--- src/hw/rename_consts.svh ---
// rename block constants
`ifndef RENAME_CONSTS_SVH
`define RENAME_CONSTS_SVH

//////////////////////////////////////////////////
// architectural register file
//////////////////////////////////////////////////
`define REG_COUNT 32     // x0..x31
`define REG_IDX_W 5      // log2 of REG_COUNT

//////////////////////////////////////////////////
// reorder buffer
//////////////////////////////////////////////////
`define ROB_DEPTH 8      // entries in flight

// one bit wider than the index
// tag 0 is reserved for "value sits in the register file"
`define ROB_TAG_W 4

`endif
--- src/hw/rename_pkg.sv ---
// rename types
`default_nettype none

`include "rename_consts.svh"

package rename_pkg;

    //////////////////////////////////////////////////
    // plain widths
    //////////////////////////////////////////////////
    typedef logic [`REG_IDX_W-1:0] reg_idx_t;   // architectural register
    typedef logic [`ROB_TAG_W-1:0] rob_tag_t;   // 1..ROB_DEPTH, 0 = regfile

    //////////////////////////////////////////////////
    // packets
    //////////////////////////////////////////////////
    typedef struct packed {
        reg_idx_t rd;
        reg_idx_t rs1;
        reg_idx_t rs2;
        logic     writes_rd;    // low for stores, branches
    } dispatch_pkt_t;

    typedef struct packed {
        rob_tag_t tag;          // producer, or 0
        logic     ready;        // producer already broadcast
    } operand_info_t;

    typedef struct packed {
        rob_tag_t              dest_tag;
        operand_info_t [1:0]   src;     // [0] rs1, [1] rs2
    } rename_rsp_t;

    typedef struct packed {
        logic     valid;
        rob_tag_t tag;
    } cdb_pkt_t;

    typedef struct packed {
        logic     valid;
        rob_tag_t tag;
        reg_idx_t rd;
        logic     writes_rd;
    } retire_pkt_t;

    // dispatch handshake fsm
    typedef enum logic [1:0] {
        IDLE,
        WAIT_DROP,
        ALLOC
    } seq_state_t;

endpackage

`default_nettype wire

--- src/hw/rename_core.sv ---
// rename and retire top
`timescale 1ns/1ps
`default_nettype none

module rename_core (
    input  logic                      clock,
    input  logic                      rst,
    // dispatch, four-phase req/ack
    input  logic                      disp_req,
    input  rename_pkg::dispatch_pkt_t disp_pkt,
    output logic                      disp_ack,
    output rename_pkg::rename_rsp_t   disp_rsp,
    // completion and flush strobes
    input  rename_pkg::cdb_pkt_t      cdb,
    input  logic                      squash,
    // commit
    output rename_pkg::retire_pkt_t   retire
);
    import rename_pkg::*;

    //////////////////////////////////////////////////
    // internal wires
    //////////////////////////////////////////////////
    logic          alloc;       // one-cycle dispatch strobe
    dispatch_pkt_t alloc_pkt;
    rob_tag_t      alloc_tag;   // rob tail
    logic          full;
    rename_rsp_t   lookup;      // combinational source read

    dispatch_sequencer dispatch_sequencer_inst (
        .clock     (clock),
        .rst       (rst),
        .disp_req  (disp_req),
        .disp_pkt  (disp_pkt),
        .full      (full),
        .squash    (squash),
        .alloc     (alloc),
        .alloc_pkt (alloc_pkt),
        .alloc_tag (alloc_tag),
        .lookup    (lookup),
        .disp_ack  (disp_ack),
        .disp_rsp  (disp_rsp)
    );

    map_table map_table_inst (
        .clock     (clock),
        .rst       (rst),
        .squash    (squash),
        .alloc     (alloc),
        .alloc_pkt (alloc_pkt),
        .alloc_tag (alloc_tag),
        .cdb       (cdb),
        .retire    (retire),    // clears committed mappings
        .lookup    (lookup)
    );

    reorder_buffer reorder_buffer_inst (
        .clock     (clock),
        .rst       (rst),
        .squash    (squash),
        .alloc     (alloc),
        .alloc_pkt (alloc_pkt),
        .alloc_tag (alloc_tag),
        .full      (full),
        .cdb       (cdb),
        .retire    (retire)
    );

endmodule

`default_nettype wire

--- src/hw/reorder_buffer.sv ---
// reorder buffer
`timescale 1ns/1ps
`default_nettype none

`include "rename_consts.svh"

module reorder_buffer (
    input  logic                      clock,
    input  logic                      rst,
    input  logic                      squash,
    input  logic                      alloc,
    input  rename_pkg::dispatch_pkt_t alloc_pkt,
    output rename_pkg::rob_tag_t      alloc_tag,
    output logic                      full,
    input  rename_pkg::cdb_pkt_t      cdb,
    output rename_pkg::retire_pkt_t   retire
);
    import rename_pkg::*;

    localparam int IDX_W = `ROB_TAG_W - 1;     // tag drops the reserved zero

    typedef logic [IDX_W-1:0]      rob_idx_t;
    typedef logic [`ROB_TAG_W-1:0] rob_cnt_t;  // 0..ROB_DEPTH

    //////////////////////////////////////////////////
    // entry storage
    //////////////////////////////////////////////////
    logic [`ROB_DEPTH-1:0] busy;
    logic [`ROB_DEPTH-1:0] complete;
    reg_idx_t              ent_rd        [`ROB_DEPTH];     // payload
    logic [`ROB_DEPTH-1:0] ent_writes_rd;                  // payload

    rob_idx_t head;     // oldest
    rob_idx_t tail;     // next free
    rob_cnt_t count;

    rob_idx_t cdb_idx;

    // circular increment, depth need not be a power of two
    function automatic rob_idx_t next_ptr(input rob_idx_t p);
        rob_idx_t n;
        if (p == rob_idx_t'(`ROB_DEPTH - 1)) begin
            n = '0;
        end else begin
            n = p + rob_idx_t'(1);
        end
        return n;
    endfunction

    // tag = index + 1
    function automatic rob_tag_t idx_to_tag(input rob_idx_t i);
        return rob_tag_t'(i) + rob_tag_t'(1);
    endfunction

    assign cdb_idx   = rob_idx_t'(cdb.tag - rob_tag_t'(1));
    assign alloc_tag = idx_to_tag(tail);
    assign full      = (count == rob_cnt_t'(`ROB_DEPTH));

    //////////////////////////////////////////////////
    // in-order retire, combinational from head
    //////////////////////////////////////////////////
    always_comb begin
        retire.valid     = busy[head] && complete[head];
        retire.tag       = idx_to_tag(head);
        retire.rd        = ent_rd[head];
        retire.writes_rd = ent_writes_rd[head];
    end

    //////////////////////////////////////////////////
    // control state
    //////////////////////////////////////////////////
    always_ff @(posedge clock) begin
        if (rst || squash) begin
            head     <= '0;
            tail     <= '0;
            count    <= '0;
            busy     <= '0;
            complete <= '0;
        end else begin
            if (alloc) begin
                busy[tail]     <= 1'b1;
                complete[tail] <= 1'b0;
                tail           <= next_ptr(tail);
            end
            if (cdb.valid) begin
                complete[cdb_idx] <= 1'b1;  // result broadcast
            end
            // head never equals tail while both busy and allocating
            if (retire.valid) begin
                busy[head]     <= 1'b0;
                complete[head] <= 1'b0;
                head           <= next_ptr(head);
            end
            case ({alloc, retire.valid})
                2'b10:   count <= count + rob_cnt_t'(1);
                2'b01:   count <= count - rob_cnt_t'(1);
                default: count <= count;    // none, or one in and one out
            endcase
        end
    end

    // entry payload, written on allocation only
    always_ff @(posedge clock) begin
        if (alloc) begin
            ent_rd[tail]        <= alloc_pkt.rd;
            ent_writes_rd[tail] <= alloc_pkt.writes_rd;
        end
    end

    // completion must target a live, still pending entry
    a_cdb_live: assert property (@(posedge clock) disable iff (rst)
        cdb.valid |-> (busy[cdb_idx] && !complete[cdb_idx]));

    a_no_alloc_full: assert property (@(posedge clock) disable iff (rst)
        alloc |-> !full);

endmodule

`default_nettype wire

--- src/hw/map_table.sv ---
// register map table
`timescale 1ns/1ps
`default_nettype none

`include "rename_consts.svh"

module map_table (
    input  logic                      clock,
    input  logic                      rst,
    input  logic                      squash,
    input  logic                      alloc,
    input  rename_pkg::dispatch_pkt_t alloc_pkt,
    input  rename_pkg::rob_tag_t      alloc_tag,
    input  rename_pkg::cdb_pkt_t      cdb,
    input  rename_pkg::retire_pkt_t   retire,
    output rename_pkg::rename_rsp_t   lookup
);
    import rename_pkg::*;

    rob_tag_t               map_tag [`REG_COUNT];   // producer per arch reg
    logic [`REG_COUNT-1:0]  map_rdy;                // producer has broadcast

    //////////////////////////////////////////////////
    // source lookup
    //////////////////////////////////////////////////
    // view of the map before this dispatch's own rd write,
    // with this cycle's retire clear and cdb wakeup folded in
    function automatic operand_info_t read_src(input reg_idx_t r);
        operand_info_t info;
        info.tag   = map_tag[r];
        info.ready = map_rdy[r];
        if (r == '0 || info.tag == '0) begin
            info = '0;              // x0 or arch value, read regfile
        end else if (retire.valid && retire.writes_rd && retire.rd == r &&
                     retire.tag == info.tag) begin
            info = '0;              // being committed this cycle
        end else if (cdb.valid && cdb.tag == info.tag) begin
            info.ready = 1'b1;      // bypass same-cycle wakeup
        end
        return info;
    endfunction

    always_comb begin
        lookup.dest_tag = alloc_tag;
        lookup.src[0]   = read_src(alloc_pkt.rs1);
        lookup.src[1]   = read_src(alloc_pkt.rs2);
    end

    //////////////////////////////////////////////////
    // map update
    //////////////////////////////////////////////////
    always_ff @(posedge clock) begin
        if (rst || squash) begin
            for (int i = 0; i < `REG_COUNT; i++) begin
                map_tag[i] <= '0;   // everything back in the regfile
            end
            map_rdy <= '0;
        end else begin
            for (int i = 1; i < `REG_COUNT; i++) begin    // x0 never renamed
                if (alloc && alloc_pkt.writes_rd && alloc_pkt.rd == reg_idx_t'(i)) begin
                    map_tag[i] <= alloc_tag;    // new producer
                    map_rdy[i] <= 1'b0;
                end else if (retire.valid && retire.writes_rd &&
                             retire.rd == reg_idx_t'(i) && retire.tag == map_tag[i]) begin
                    // only if no younger producer took over
                    map_tag[i] <= '0;
                    map_rdy[i] <= 1'b0;
                end else if (cdb.valid && map_tag[i] != '0 && map_tag[i] == cdb.tag) begin
                    map_rdy[i] <= 1'b1;         // wakeup
                end
            end
        end
    end

    // sequencer blocks dispatch on squash
    a_no_alloc_squash: assert property (@(posedge clock) disable iff (rst)
        !(alloc && squash));

    // tag 0 would wake every regfile entry
    a_cdb_nonzero: assert property (@(posedge clock) disable iff (rst)
        cdb.valid |-> (cdb.tag != '0));

endmodule

`default_nettype wire

--- src/hw/dispatch_sequencer.sv ---
// dispatch handshake sequencer
`timescale 1ns/1ps
`default_nettype none

module dispatch_sequencer (
    input  logic                    clock,
    input  logic                    rst,
    input  logic                    disp_req,
    input  rename_pkg::dispatch_pkt_t disp_pkt,
    input  logic                    full,
    input  logic                    squash,
    output logic                    alloc,
    output rename_pkg::dispatch_pkt_t alloc_pkt,
    input  rename_pkg::rob_tag_t    alloc_tag,
    input  rename_pkg::rename_rsp_t lookup,     // only src is meaningful here
    output logic                    disp_ack,
    output rename_pkg::rename_rsp_t disp_rsp
);
    import rename_pkg::*;

    seq_state_t state;

    // admissible request lasts one cycle since state leaves IDLE at once
    assign alloc     = (state == IDLE) && disp_req && !full && !squash;
    assign alloc_pkt = disp_pkt;    // packet is held stable by the source

    //////////////////////////////////////////////////
    // four-phase handshake
    //////////////////////////////////////////////////
    always_ff @(posedge clock) begin
        if (rst) begin
            state    <= IDLE;
            disp_ack <= 1'b0;
        end else begin
            case (state)
                IDLE: begin
                    if (alloc) begin
                        state    <= ALLOC;
                        disp_ack <= 1'b1;   // ack with response next cycle
                    end
                end
                ALLOC, WAIT_DROP: begin
                    // source may already drop req in the first ack cycle
                    if (!disp_req) begin
                        state    <= IDLE;
                        disp_ack <= 1'b0;
                    end else begin
                        state <= WAIT_DROP;
                    end
                end
                default: state <= IDLE;
            endcase
        end
    end

    // response captured on the dispatch edge
    always_ff @(posedge clock) begin
        if (alloc) begin
            disp_rsp.dest_tag <= alloc_tag;
            disp_rsp.src      <= lookup.src;
        end
    end

    // a waiting request keeps req and packet until it is taken
    a_req_held: assert property (@(posedge clock) disable iff (rst)
        (disp_req && !disp_ack && !alloc) |=> (disp_req && $stable(disp_pkt)));

    // new request only once the previous ack is low
    a_req_after_drop: assert property (@(posedge clock) disable iff (rst)
        $rose(disp_req) |-> !disp_ack);

endmodule

`default_nettype wire

--- config.mk ---
export PLATFORM = sky130hd
export DESIGN_NAME = rename_core
export DESIGN_NICKNAME = d
export VERILOG_FILES = /design/src/hw/rename_pkg.sv /design/src/hw/rename_core.sv /design/src/hw/reorder_buffer.sv /design/src/hw/map_table.sv /design/src/hw/dispatch_sequencer.sv
export VERILOG_INCLUDE_DIRS = /design/src /design/src/hw
export SDC_FILE = /design/constraint.sdc
export NUM_CORES = 1
export LEC_CHECK = 0
export BUFFER_PORTS_ARGS = -buffer_cell sky130_fd_sc_hd__buf_2
export CORE_MARGIN = 10
export CORE_UTILIZATION = 40
export CTS_CLUSTER_DIAMETER = 60
export CTS_CLUSTER_SIZE = 10
export DETAILED_ROUTE_END_ITERATION = 10
export HOLD_SLACK_MARGIN = 0.02
export PLACE_DENSITY = 0.52
export SLEW_MARGIN = 10
export SYNTH_ARGS = -nofsm -noshare
export SYNTH_HDL_FRONTEND = slang
export SYNTH_SLANG_ARGS = --single-unit
--- constraint.sdc ---
create_clock -name clock -period 5.5 [get_ports clock]
set_input_delay 0.275 -clock clock [delete_from_list [all_inputs] [get_ports clock]]
set_output_delay 0.275 -clock clock [all_outputs]
set_load 0.05 [all_outputs]
==> metrics.md <==
| Metric | Value |
|---|---|
| Worst Path Arrival | 4050 ps |
| DR WL/cell | 25.7 um |
| Vias in the first global route | 13100 |
| PwrDens | 288 nW/um2 |
| Synthesis-to-finish area growth | 11.1% |
| Critical path launch point type | register |
| Lkg Pwr | 0.00614 uW |
| Final setup violating endpoints | 0 |
| Fin crit share | 0.687 |
| Synth Warn # | 0 |
| CTS tree | yes |
| Max-cap viol count | 0 |
| Crit path time final | 3780 ps |
| Most frequent cells after synthesis | 287 x nor2_1, 192 x xnor2_1, 186 x edfxtp_1 |
| Post-Synthesis Net Count | 1621 |
| Setup Skew | 18.6 ps |
| FP Rows | 73 |
| EDFF count, synth | 186 |
| Total GRT Usage | 0.221 |
| DR vias | 12800 |
| Hold Path Class | primary input to register |
| DRT Pass-1 Iters | 5 |
| Synth Flop Type | edfxtp_1 |
| Pin count of the biggest net entering global routing | 68 |
| Clock-pin slew on the worst setup and hold paths | 60 ps |
| Critical path fanouts, max | 11 |
| # fillers | 3757 |
| Seq. cell area | 6850 um2 |
| Final net count | 1633 |
| Seq/Total Area, Yosys | 0.423 |
| Hold Fails Final Rpt | 0 |
| Slew Limit Fails | 0 |
| HPWL Detailed | 38.3 mm |
| Multi-input gate area | 8780 um2 |
| Post-synth top area share | 0.345 |
| Mean area per synthesized cell | 10.2 um2 |
| Final Non-Filler Cells | 2147 |
| Die W | 221 um |
| IO Pins | 51 |
| Worst vdd ir | 0.000241 V |
| Area leader, netlist | edfxtp_1 |
| Synthesized flop and latch total | 249 |
| RSZ-0062 raised after global routing | false |
| Worst Tran Pin Value | 1080 ps |
| WP data required | 5770 ps |
| Final wirelength | 55.2 mm |
| Asr flop ratio synth | 0 |
| Synth area leaders | edfxtp_1 35%, xnor2_1 10%, mux4_2 9.9% |
| Clock Sinks | 249 |
| First-pass GRT wire length | 83.7 mm |
| Max Root-Sink Buffers | 3 |
| Final setup TNS | 0 ps |
| Clk root buf | clkbuf_16 |
| Initial core utilization | 0.406 |
| Buffers on Ports | 50 |
| Antenna Nets Post-Route | 0 |
| Htree depth | 2 |
| Vias per cell | 5.98 |
| Core area | 39900 um2 |
| Mapped cell area | 16200 um2 |
| Placed Instances | 2083 |
| Share of layout cells above drive strength 1 | 0.142 |
| Max Fclk | 265 MHz |
| Initial antenna violation count | 3 |
| Endpoint type of the worst setup path | register |
| Global route total overflow | 0 |
| Count leader, synth | nor2_1 |
| Library cells used by synthesis | 77 |
| Status | complete, no violations |
| Setup Buffers After CTS | 0 |
| Worst slew margin | 0.279 |
| Cells after Synth | 1584 |
| CP Class | register to register |
| Die ar. | 48900 um2 |
| Remaining DRCs | 0 |
| 1st-iter DRT viols | 1303 |
| Die H | 221 um |
| Final Wtd Congestion | 0.895 |
| Clock latency on the worst-skew pair | 550 ps |
| CTS buffer count | 34 |
==> per-layer routing <==
layer,share of wire,GRT usage,wire (um)
met5,0.00014,0,8
met4,0.029,0.0716,1630
met3,0.088,0.0529,4880
met2,0.45,0.349,25000
met1,0.43,0.292,23700
==> layout make-up <==
class,count,share of cell area
multi-input cells,1206,0.488
flip-flops and latches,249,0.381
clock buffers,53,0.0541
well taps,525,0.0365
repair buffers,81,0.0271
clock inverters,8,0.00807
inverters,24,0.00501
diodes,1,0.000139
==> stage by stage <==
stage                     worst slack (ps)  hold WS, ps  total power, uW  area [um2]  utilization
after floorplan                       1620          344             2750       16200            -
after global placement                1800          443             2980       16800        0.422
after detailed placement              1770          444             2990       16800        0.422
after CTS                             1760         23.1             5200       18000        0.450
after global routing                  1460         54.4             5350       18000        0.450
final                                 1720         47.9             5170       18000        0.450
==> flip-flops by register name, indices dropped and copies added, names as in the netlist, named ones only <==
signal / count
reorder_buffer_inst.complete: 8
reorder_buffer_inst.tail: 3
dispatch_sequencer_inst.disp_rsp: 14
map_table_inst.map_tag: 124
reorder_buffer_inst.busy: 8
reorder_buffer_inst.head: 3
dispatch_sequencer_inst.state: 2
reorder_buffer_inst.ent_writes_rd: 8
dispatch_sequencer_inst.disp_ack: 1
reorder_buffer_inst.ent_rd: 40
map_table_inst.map_rdy: 31
reorder_buffer_inst.count: 4
==> layout by cell type, fill, tap and decap left out, types with 29 or more instances in the layout <==
cell and instances:
nor3_1 51, buf_2 50, nand2_1 83, a21oi_1 75
xor2_1 60, edfxtp_1 186, nor2_1 286, mux4_2 71
xnor2_1 192, nand4_1 54, clkbuf_16 34, dfxtp_1 62
mux2i_1 46, buf_4 29, nand3_1 49
==> power breakdown <==
part           switching [uW]  total, uW  internal (uW)
Combinational             480        760            280
Clock                     884       2220           1330
Sequential                101       2200           2100
==> cell families after synthesis <==
family	after synthesis	share of synthesized area
XOR/XNOR	253	0.137
multiplexers	133	0.142
adder cells (fa/ha/maj)	12	0.00974
flip-flops	249	0.423
buffers and inverters	129	0.0365
AND/OR/NAND/NOR	631	0.182
AO/OA/AOI/OAI	177	0.0692
==> critical path, stage by stage, from the launching register on <==
cell and delay [ps]:
dfxtp_1 710, mux4_2 580, mux2i_1 680, nand3_1 410
nor2_1 510, nand3_1 210, o21ai_1 310, nor2_1 70
==> final timing paths <==
path	to	depth (start not counted)	start	slack [ps]
setup / recovery	map_table_inst.map_tag[27][1]	7	register	1720
hold / removal	dispatch_sequencer_inst.state[0]	3	disp_req	50
setup reg to reg	map_table_inst.map_tag[27][1]	7	register	1720
hold reg to reg	reorder_buffer_inst.busy[5]	2	reorder_buffer_inst.busy[5]	460
==> repair_timing <==
action                     in CTS  in global routing
hold endpoints to repair        4                  0
setup endpoints to repair       0                  0
hold buffers                    2                  0
resized for setup               0                  0
Power figures use the tool's default switching activity.
